===== config.mk =====
export PLATFORM = sky130hd
export DESIGN_NAME = lock_top
export DESIGN_NICKNAME = d
export VERILOG_FILES = /design/src/source/lock_pkg.sv /design/src/source/buzzer_driver.sv /design/src/source/code_lock.sv /design/src/source/display_driver.sv /design/src/source/key_decoder.sv /design/src/source/lock_top.sv
export SDC_FILE = /design/constraint.sdc
export NUM_CORES = 1
export LEC_CHECK = 0
export ABC_AREA = 1
export BUFFER_PORTS_ARGS = -buffer_cell sky130_fd_sc_hd__buf_4
export CORE_UTILIZATION = 53
export CTS_CLUSTER_DIAMETER = 40
export CTS_CLUSTER_SIZE = 8
export DETAILED_ROUTE_END_ITERATION = 7
export GPL_TIMING_DRIVEN = 0
export PLACE_DENSITY_LB_ADDON = 0.05
export SYNTH_ARGS = -nofsm -noshare
export SYNTH_HDL_FRONTEND = slang
export SYNTH_HIERARCHICAL = 1
export SYNTH_SLANG_ARGS = --single-unit

===== constraint.sdc =====
create_clock -name clk -period 3.24 [get_ports clk]
set_input_delay 0.648 -clock clk [delete_from_list [all_inputs] [get_ports clk]]
set_output_delay 0.648 -clock clk [all_outputs]
set_load 0.05 [all_outputs]

===== src/source/lock_pkg.sv =====
`default_nettype none

package lock_pkg;

    typedef logic [3:0]  key_code_t;     // digits 0 to 9 then command keys
    typedef logic [11:0] code_word_t;    // newest digit in low nibble
    typedef logic [2:0]  attempt_t;      // failed tries
    typedef logic [1:0]  digit_count_t;  // digits entered so far
    typedef logic [6:0]  seg_t;          // active high with segment a on bit 0
    typedef logic [8:0]  duration_t;     // buzzer tone length in cycles

    typedef enum logic [1:0] {
        st_entry,
        st_open,
        st_locked
    } lock_state_t;

    // command keys above the digit range
    localparam key_code_t key_enter  = 4'hA;
    localparam key_code_t key_clear  = 4'hB;
    localparam key_code_t key_cancel = 4'hC;

    localparam code_word_t   secret_code = 12'h246;
    localparam digit_count_t code_digits = 2'd3;
    localparam attempt_t     max_tries   = 3'd6;

    // buzzer timing scaled down for simulation
    localparam int unsigned tone_half_cycles = 4;
    localparam int unsigned chirp_cycles     = 64;
    localparam int unsigned success_cycles   = 256;

    // letter patterns for the status display
    localparam seg_t seg_blank = 7'h00;
    localparam seg_t seg_p     = 7'h73;
    localparam seg_t seg_a     = 7'h77;
    localparam seg_t seg_s     = 7'h6D;  // same shape as digit 5

endpackage

`default_nettype wire


===== src/source/buzzer_driver.sv =====
`timescale 1ns/1ps
`default_nettype none

module buzzer_driver import lock_pkg::*; (
    input  logic clk,
    input  logic rst_n,
    input  logic chirp,
    input  logic success,
    output logic buzzer
);

    duration_t                              dur_cnt;   // cycles left in the tone
    logic [$clog2(tone_half_cycles)-1:0]    half_cnt;  // cycles left in the half period

    always_ff @(posedge clk or negedge rst_n) begin
        if (!rst_n) begin
            dur_cnt  <= '0;
            half_cnt <= '0;
            buzzer   <= 1'b0;
        end else begin
            if (success || chirp) begin
                // success wins, a new request restarts the tone
                if (success) begin
                    dur_cnt <= duration_t'(success_cycles);
                end else begin
                    dur_cnt <= duration_t'(chirp_cycles);
                end
                half_cnt <= $bits(half_cnt)'(tone_half_cycles - 1);
                buzzer   <= 1'b1;
            end else if (dur_cnt != '0) begin
                dur_cnt <= dur_cnt - 1'b1;
                if (dur_cnt == duration_t'(1)) begin
                    buzzer <= 1'b0;  // end of tone
                end else if (half_cnt == '0) begin
                    buzzer   <= ~buzzer;
                    half_cnt <= $bits(half_cnt)'(tone_half_cycles - 1);
                end else begin
                    half_cnt <= half_cnt - 1'b1;
                end
            end
        end
    end

    // silence outside the tone window
    assert property (@(posedge clk) disable iff (!rst_n) (dur_cnt == '0) |-> !buzzer)
        else $error("buzzer high while duration counter idle");

endmodule

`default_nettype wire


===== src/source/code_lock.sv =====
`timescale 1ns/1ps
`default_nettype none

module code_lock import lock_pkg::*; (
    input  logic         clk,
    input  logic         rst_n,
    input  logic         key_valid,
    input  key_code_t    key_code,
    output lock_state_t  state,
    output code_word_t   digits,
    output digit_count_t digit_count,
    output attempt_t     attempts,
    output logic         chirp,
    output logic         success
);

    attempt_t attempts_next;
    logic     is_digit;

    assign attempts_next = attempts + 3'd1;
    assign is_digit      = (key_code <= 4'd9);  // digits sit below the commands

    always_ff @(posedge clk or negedge rst_n) begin
        if (!rst_n) begin
            state       <= st_entry;
            digits      <= '1;  // all nibbles blank
            digit_count <= '0;
            attempts    <= '0;
            chirp       <= 1'b0;
            success     <= 1'b0;
        end else begin
            chirp   <= 1'b0;  // pulses last one cycle
            success <= 1'b0;
            if (key_valid) begin
                if (key_code == key_clear) begin
                    // full reset of the lock from any state
                    state       <= st_entry;
                    digits      <= '1;
                    digit_count <= '0;
                    attempts    <= '0;
                end else begin
                    case (state)
                        st_entry: begin
                            if (is_digit) begin
                                if (digit_count < code_digits) begin
                                    digits      <= {digits[7:0], key_code};  // shift in from right
                                    digit_count <= digit_count + 2'd1;
                                    chirp       <= 1'b1;
                                end
                            end else if (key_code == key_enter) begin
                                if (digit_count == code_digits) begin  // short codes ignored
                                    if (digits == secret_code) begin
                                        state   <= st_open;
                                        success <= 1'b1;
                                    end else begin
                                        digits      <= '1;
                                        digit_count <= '0;
                                        attempts    <= attempts_next;
                                        if (attempts_next == max_tries) begin
                                            state <= st_locked;
                                        end
                                    end
                                end
                            end else if (key_code == key_cancel) begin
                                digits      <= '1;
                                digit_count <= '0;
                            end
                        end
                        st_open: begin
                            if (key_code == key_cancel) begin
                                state       <= st_entry;
                                digits      <= '1;
                                digit_count <= '0;
                            end
                        end
                        default: begin
                            // locked, only clear gets out
                        end
                    endcase
                end
            end
        end
    end

    assert property (@(posedge clk) disable iff (!rst_n) attempts <= max_tries)
        else $error("attempts above max_tries");

    assert property (@(posedge clk) disable iff (!rst_n) digit_count <= code_digits)
        else $error("digit_count above code_digits");

endmodule

`default_nettype wire


===== src/source/display_driver.sv =====
`timescale 1ns/1ps
`default_nettype none

module display_driver import lock_pkg::*; (
    input  lock_state_t  state,
    input  code_word_t   digits,
    input  digit_count_t digit_count,
    output seg_t         seg0,
    output seg_t         seg1,
    output seg_t         seg2,
    output seg_t         seg3
);

    function automatic seg_t digit_seg(input key_code_t d);
        case (d)
            4'd0:    return 7'h3F;
            4'd1:    return 7'h06;
            4'd2:    return 7'h5B;
            4'd3:    return 7'h4F;
            4'd4:    return 7'h66;
            4'd5:    return 7'h6D;
            4'd6:    return 7'h7D;
            4'd7:    return 7'h07;
            4'd8:    return 7'h7F;
            4'd9:    return 7'h6F;
            default: return seg_blank;
        endcase
    endfunction

    always_comb begin
        seg0 = seg_blank;
        seg1 = seg_blank;
        seg2 = seg_blank;
        seg3 = seg_blank;  // leftmost stays dark during entry
        case (state)
            st_entry: begin
                // right-aligned, newest digit on seg0
                if (digit_count >= 2'd1) seg0 = digit_seg(digits[3:0]);
                if (digit_count >= 2'd2) seg1 = digit_seg(digits[7:4]);
                if (digit_count >= 2'd3) seg2 = digit_seg(digits[11:8]);
            end
            st_open: begin
                seg3 = seg_p;
                seg2 = seg_a;
                seg1 = seg_s;
                seg0 = seg_s;
            end
            st_locked: begin
                seg3 = digit_seg(4'd0);
                seg2 = digit_seg(4'd0);
                seg1 = digit_seg(4'd0);
                seg0 = digit_seg(4'd0);
            end
            default: ;
        endcase
    end

endmodule

`default_nettype wire


===== src/source/key_decoder.sv =====
`timescale 1ns/1ps
`default_nettype none

module key_decoder import lock_pkg::*; (
    input  logic        clk,
    input  logic        rst_n,
    input  logic [15:0] onehot,
    output logic        key_valid,
    output key_code_t   key_code
);

    logic [15:0] onehot_q;  // last sampled keypad lines
    logic        key_hit;   // current input is a mapped single key
    key_code_t   key_next;

    // keypad layout, one line per key
    always_comb begin
        key_hit  = 1'b1;
        key_next = key_enter;
        case (onehot)
            16'h0008: key_next = 4'd0;
            16'h0080: key_next = 4'd1;
            16'h0040: key_next = 4'd2;
            16'h0020: key_next = 4'd3;
            16'h0800: key_next = 4'd4;
            16'h0400: key_next = 4'd5;
            16'h0200: key_next = 4'd6;
            16'h8000: key_next = 4'd7;
            16'h4000: key_next = 4'd8;
            16'h2000: key_next = 4'd9;
            16'h0001: key_next = key_enter;
            16'h0100: key_next = key_clear;
            16'h1000: key_next = key_cancel;
            default:  key_hit  = 1'b0;  // unmapped or several lines
        endcase
    end

    always_ff @(posedge clk or negedge rst_n) begin
        if (!rst_n) begin
            onehot_q  <= '0;
            key_valid <= 1'b0;
        end else begin
            onehot_q  <= onehot;
            key_valid <= key_hit && (onehot_q == '0);  // idle to press only
        end
    end

    always_ff @(posedge clk) begin
        if (key_hit && (onehot_q == '0)) begin
            key_code <= key_next;
        end
    end

    // a held key must never repeat the strobe
    assert property (@(posedge clk) disable iff (!rst_n) key_valid |=> !key_valid)
        else $error("key_valid high in two consecutive cycles");

endmodule

`default_nettype wire


===== src/source/lock_top.sv =====
`timescale 1ns/1ps
`default_nettype none

module lock_top import lock_pkg::*; (
    input  logic         clk,
    input  logic         rst_n,
    input  logic [15:0]  onehot,
    output seg_t         seg0,
    output seg_t         seg1,
    output seg_t         seg2,
    output seg_t         seg3,
    output logic         buzzer,
    output lock_state_t  state,
    output attempt_t     attempts,
    output digit_count_t digit_count
);

    logic       key_valid;
    key_code_t  key_code;
    code_word_t digits;
    logic       chirp;
    logic       success;

    key_decoder u_key_decoder (
        .clk       (clk),
        .rst_n     (rst_n),
        .onehot    (onehot),
        .key_valid (key_valid),
        .key_code  (key_code)
    );

    code_lock u_code_lock (
        .clk         (clk),
        .rst_n       (rst_n),
        .key_valid   (key_valid),
        .key_code    (key_code),
        .state       (state),
        .digits      (digits),
        .digit_count (digit_count),
        .attempts    (attempts),
        .chirp       (chirp),
        .success     (success)
    );

    buzzer_driver u_buzzer_driver (
        .clk     (clk),
        .rst_n   (rst_n),
        .chirp   (chirp),
        .success (success),
        .buzzer  (buzzer)
    );

    display_driver u_display_driver (
        .state       (state),
        .digits      (digits),
        .digit_count (digit_count),
        .seg0        (seg0),
        .seg1        (seg1),
        .seg2        (seg2),
        .seg3        (seg3)
    );

endmodule

`default_nettype wire


==> results of run 1 <==
[where the power goes]
group	internal, mW	switching, mW	total [mW]
registers	0.766	0.0704	0.836
logic	0.152	0.235	0.386
clock network	0.153	0.223	0.376
total	1.07	0.528	1.60
[per-layer routing]
metal  vias to the layer above  part of all wire (%)  track usage, %  wire length (um)
met3                        10                   3.5            3.26               285
met1                      1629                    49            33.2              3960
li1                       1857                     -               -                 -
met2                        59                    47            36.4              3800
met4                         0                   1.1            7.04                87
met5                         -                     0               0                 0
[sequential cells by signal (all words and copies together), names as in the netlist, 2 cells and up]
register / flops
u_key_decoder/key_code: 4
u_code_lock/digit_count: 2
u_key_decoder/onehot_q: 16
u_code_lock/attempts: 3
u_code_lock/state: 2
u_buzzer_driver/dur_cnt: 9
u_buzzer_driver/half_cnt: 2
u_code_lock/digits: 12
[worst max-delay path, stage by stage, from the launching register on]
cell and delay [ps]:
dfrtp_1 590, inv_1 200, ha_1 410, inv_1 120, clkbuf_1 330, a21oi_1 130
buf_4 210
[worst paths after layout]
kind / startpoint / endpoint
min: rst_n / u_buzzer_driver/dur_cnt[2]
min in group clk: onehot[3] / u_key_decoder/onehot_q[3]
max reg2reg: u_code_lock/digits[6] / u_code_lock/digits[2]
min reg2reg: u_buzzer_driver/half_cnt[1] / u_buzzer_driver/half_cnt[1]
max in group asynchronous: rst_n / u_key_decoder/onehot_q[5]
max: u_code_lock/state[1] / seg2[5]
[Yosys cell counts, types with 2 or more instances]
master and instances:
nand2_1 157, inv_1 54, nor2_1 54, dfrtp_1 38, nand3_1 30, ha_1 26
inv_2 18, o21ai_1 18, a21oi_1 17, dfstp_2 12, nand2_2 12, nand4_1 12
nor2_2 11, o21bai_1 10, nor2_4 7, nor4_1 7, or2_1 7, buf_4 5
o211ai_1 5, edfxtp_1 4, nand2_4 4, nand3_2 4, o21ai_0 4, clkbuf_1 3
nor3_1 3, xor2_1 3, a21oi_4 2, nand3b_1 2
[cell type report]
type | count | area share, %
well taps | 99 | 2.70
flip-flops and latches | 54 | 30.2
plain buffers | 10 | 1.42
clock buffers | 5 | 1.50
inverters | 74 | 6.10
multi-input cells | 407 | 49.1
clock inverters | 3 | 0.408
repair buffers | 53 | 8.66
[cell families (layout without fill, tap and decap cells)]
group / after synthesis / count (layout) / share of synthesized area, %
and+or+nand+nor: 314 / 314 / 37.5
AOI/OAI and AO/OA: 63 / 63 / 9.98
buffers and inverters: 84 / 145 / 8.66
DFF: 54 / 54 / 34.8
adders and majority gates: 26 / 26 / 8.16
xor gates and xnor gates: 4 / 4 / 0.879
==> impl_metrics.yaml, run 1 <==
synthesis:
  synth_cells: 545
  synthDistinctLibCells: 44
  synth-edff-count: 4
  synth_seq_cells: 54
  synth_area_leaders: "dfrtp_1 (24%), nand2_1 (15%), ha_1 (8.2%)"
  netlist.area_leader.share_pct: 23.9
  dominantRegCellSynth: "dfrtp_1"
  synth_area_leader_cell: "dfrtp_1"
  synth_area_per_cell_um2: 7.31
  syn_nets: 589
  yosysWarnings: 6
  syn-cell-area_mm2: 0.00399
  async_flop_share_pct: 92.6
  ys_seq_area_share_pct: 34.8
hold_path:
  hold_path.class: "primary input to asynchronous set/reset pin"
final_layout:
  final_layout_size_suffix_gt1_share_pct: 23.8
  fin_util_pct: 63.4
  layout_common_cells: "nand2_1 (157), buf_4 (58), inv_1 (54), nor2_1 (54), dfrtp_1 (38)"
  multi_input_area_mm2: 0.00225
  fin_cells: 705
  layout_commonest_cell: "nand2_1"
  diodes: 0
  fill_cells: 652
  seqCellArea_mm2: 0.00139
  design_area_mm2: 0.00460
  nets: 649
  synthToLayoutAreaGrowth_pct: 15.3
global_route:
  grt_max_degree: 51
  antenna_found_initial: 0
  grt_pass1_vias: 3261
  overflow: 0
  grt_pass1_wl_um: 14300
  track_usage_pct: 23.2
timing:
  layout_setup_ws_ps: 276
  worst_pin_slew_ps: 625
  period_minus_slack_ps: 2960
  fmax_mhz: 337
  timing_hold_violations_final: 0
  hold_slack_ps: 334
  relSlewSlack_pct: 58.3
  setup_tns_ps: 0
  fin_crit_sh_pct: 91.5
  clock_skew_ps: 6.98
  final_max_slew_viol_count: 0
  rsz0062_at_grt: "false"
  setup_viol_count_final: 0
placed_design:
  dp.cells: 697
  place_area_mm2: 0.00451
  dpl.hpwl_um: 6270
  gp_congestion: 0.828
  dpl_worst_slack_ps: 650
  io_buffers: 53
floorplan:
  dieWidth_um: 88.7
  die_area_mm2: 0.00787
  initial_core_util_pct: 55.0
  fp.coreArea_mm2: 0.00725
  ios: 54
  die_h_um: 88.7
  row_count: 31
detailed_routing:
  drtIter0Drc: 167
  wl_per_cell_um: 11.5
  detail-route-antenna-nets: 0
  dr.pass1.iters: 4
  wirelength_um: 8130
  routed_via_density: 5.04
  drc: 0
  num_vias: 3555
critical_path:
  arrival_ps: 2320
  required_ps: 2590
  end_kind: "output pin"
  reg2reg_slack_ps: 1430
  critPathKind: "flop to output pin"
  r2r_cells: 9
  start_kind: "flop"
  crit_fanout: 10
power:
  powerDensity_mw_per_mm2: 348
  report.power.total_mw: 1.60
  power.leakage_nw: 2.33
  ir_worst_vdd_uv: 223
clocking:
  cts_max_level: 2
  cts_buffer_depth: 2
  ctsRootBufferMaster: "clkbuf_8"
  path_clk_slew_ps: 100
  numCtsBuffers: 5
  post_cts_resized: 0
  post_cts_buffers: 0
  clk_latency_ps: 310
  cts_hold_buf: 0
  cts_num_sinks: 54
  tritoncts: "done"
run:
  cap_violations: 0
run_status:
  status: "finished clean"
No activity file was read; power rests on OpenSTA's default activity.
==> run 2, diff against run 1 <==
- BUFFER_PORTS_ARGS: -buffer_cell sky130_fd_sc_hd__buf_4 -> default
- CORE_ASPECT_RATIO: default -> 1.25
- DONT_BUFFER_PORTS: default -> 1
- clock period: 3.24 -> 3.5 ns (I/O delays scaled with it)
==> run 2 against run 1 <==
Effect of this change: sequential power down 4.9%; combinational power down 24%; critical path depth down 2; worst hold slack worse by 260 ps; final area down 5.9%; highest routed layer unchanged; utilization down 4.2 points; register-to-register slack about the same; sequential share of layout area up 2.1 points.
==> impl_metrics.yaml, run 2 (synthesized netlist as in run 1, its figures left out) <==
power:
  powerDensity_mw_per_mm2: 338
  ir_worst_vdd_uv: 249
  power.leakage_nw: 2.07
placed_design:
  io_buffers: 0
  gp_congestion: 0.877
  dpl.hpwl_um: 6190
  place_area_mm2: 0.00410
  dpl_worst_slack_ps: -309
hold_path:
  hold_path.class: "primary input to asynchronous set/reset pin"
run:
  cap_violations: 0
timing:
  clock_skew_ps: 8.32
  layout_setup_ws_ps: 195
  worst_pin_slew_ps: 1110
  relSlewSlack_pct: 26.0
  fmax_mhz: 303
  fin_crit_sh_pct: 94.4
  setup_viol_count_final: 0
  timing_hold_violations_final: 0
  rsz0062_at_grt: "false"
  final_max_slew_viol_count: 0
  period_minus_slack_ps: 3300
detailed_routing:
  drtIter0Drc: 109
  drc: 0
  detail-route-antenna-nets: 0
  wl_per_cell_um: 12.5
  wirelength_um: 8060
  routed_via_density: 5.25
  num_vias: 3389
  dr.pass1.iters: 5
critical_path:
  cp_cell_sequence: "inv_1, ha_2, inv_1, a21oi_1"
  critPathKind: "flop to output pin"
  path_buf_inv: 2
  crit_slowest_cell: "a21oi_1"
  required_ps: 2800
  crit_fanout: 10
  cpPeakStageDelay_ps: 830
  path_common_cell: "inv_1"
  arrival_ps: 2600
  end_kind: "output pin"
  start_kind: "flop"
  critical_path.top_delay_family: "compound AO/OA/AOI/OAI gates"
floorplan:
  initial_core_util_pct: 54.5
  dieWidth_um: 79.6
  die_area_mm2: 0.00787
  row_count: 35
  die_h_um: 99.0
  ios: 54
  fp.coreArea_mm2: 0.00731
final_layout:
  regMostFlops: "u_key_decoder/onehot_q"
  final_layout_size_suffix_gt1_share_pct: 19.0
  reg_top3: "u_key_decoder/onehot_q (16), u_code_lock/digits (12), u_buzzer_driver/dur_cnt (9)"
  largest_reg_flops: 16
  layout_commonest_cell: "nand2_1"
  layout_common_cells: "nand2_1 (157), inv_1 (54), nor2_1 (54), dfrtp_1 (36), nand3_1 (30)"
  design_area_mm2: 0.00432
  nets: 596
  diodes: 0
  synthToLayoutAreaGrowth_pct: 8.44
global_route:
  grt_max_degree: 51
  grt_pass1_vias: 3216
  antenna_found_initial: 0
  grt_pass1_wl_um: 13600
  overflow: 0
  track_usage_pct: 21.7
clocking:
  cts_max_level: 2
  ctsRootBufferMaster: "clkbuf_8"
  cts_num_sinks: 54
  clk_latency_ps: 310
  tritoncts: "done"
  post_cts_buffers: 0
  cts_buffer_depth: 2
  path_clk_slew_ps: 100
  numCtsBuffers: 5
run_status:
  status: "finished clean"
-- run 2: changes by cell type in the layout (fill, tap and decap cells not counted) --
cell / before / now
clkinv_2: 2 / 0
ha_1: 26 / 25
clkbuf_2: 0 / 1
ha_2: 0 / 1
clkbuf_8: 5 / 6
clkbuf_1: 3 / 2
inv_4: 1 / 2
dfrtp_4: 0 / 2
buf_4: 58 / 5
a21oi_1: 17 / 7
dfrtp_1: 38 / 36
a21oi_4: 2 / 12
-- run 2: worst register-to-register path: stages, from the launching register on --
cell	delay, ps
dfrtp_1	800
ha_1	340
inv_1	100
nor3_2	240
nor2_4	80
nand2_4	140
buf_6	160
nand2_1	80
nand2_1	80
-- run 2: through the flow --
step                std cells  power (mW)  TNS (ps)  utilization (%)  hold WS [ps]
floorplan                 545        1.05         0                -           404
global placement          637        1.09     -2740             56.1           405
detailed placement        637        1.11     -3080             56.1           406
CTS                       645        1.48         0             59.0          55.9
global route              645        1.57         0             59.1          40.5
finish                    645        1.46         0             59.1          69.4
-- run 2: where the power goes --
| group | switching [mW] | internal [mW] | leakage (nW) |
|---|---|---|---|
| sequential | 0.0867 | 0.709 | 0.634 |
| clock | 0.208 | 0.164 | 0.0521 |
| combinational | 0.174 | 0.121 | 1.38 |
| total | 0.469 | 0.993 | 2.07 |
-- run 2: repair_timing --
| item | in CTS | in global routing |
|---|---|---|
| endpoints found under the setup margin | 13 | 12 |
| pin swaps | 0 | 10 |
| cloned | 0 | 0 |
| hold buffers | 0 | 0 |
| resized for setup | 24 | 2 |
-- run 2: worst paths after layout --
kind | end | slack, ps | depth (start not counted) | start
worst max-delay path | seg1[2] | 200 | 4 | u_code_lock/state[1]
worst min-delay path | u_buzzer_driver/dur_cnt[4] | 70 | 0 | rst_n
worst max register to register | u_code_lock/digits[10] | 1440 | 8 | u_code_lock/digit_count[1]
worst min register to register | u_buzzer_driver/half_cnt[1] | 500 | 2 | u_buzzer_driver/half_cnt[1]
max in group asynchronous | u_code_lock/digits[3] | 3230 | 0 | rst_n
min in group clk | u_key_decoder/onehot_q[0] | 410 | 0 | onehot[0]
-- run 2: layer usage --
| metal | global-route usage [%] | share of wire, % |
|---|---|---|
| met3 | 2.69 | 3.7 |
| met4 | 7.41 | 1.2 |
| met1 | 23.6 | 42 |
| met5 | 0 | 0 |
| met2 | 42.1 | 54 |
-- run 2: final cells by class --
| class | instances | area (um^2) |
|---|---|---|
| Clock inverter | 2 | 15.0 |
| Inverter | 74 | 280 |
| Buffer | 10 | 66.3 |
| Tap cell | 92 | 115 |
| Multi-Input combinational cell | 407 | 2370 |
| Clock buffer | 6 | 82.6 |
| Fill cell | 686 | 2990 |
| Sequential cell | 54 | 1390 |
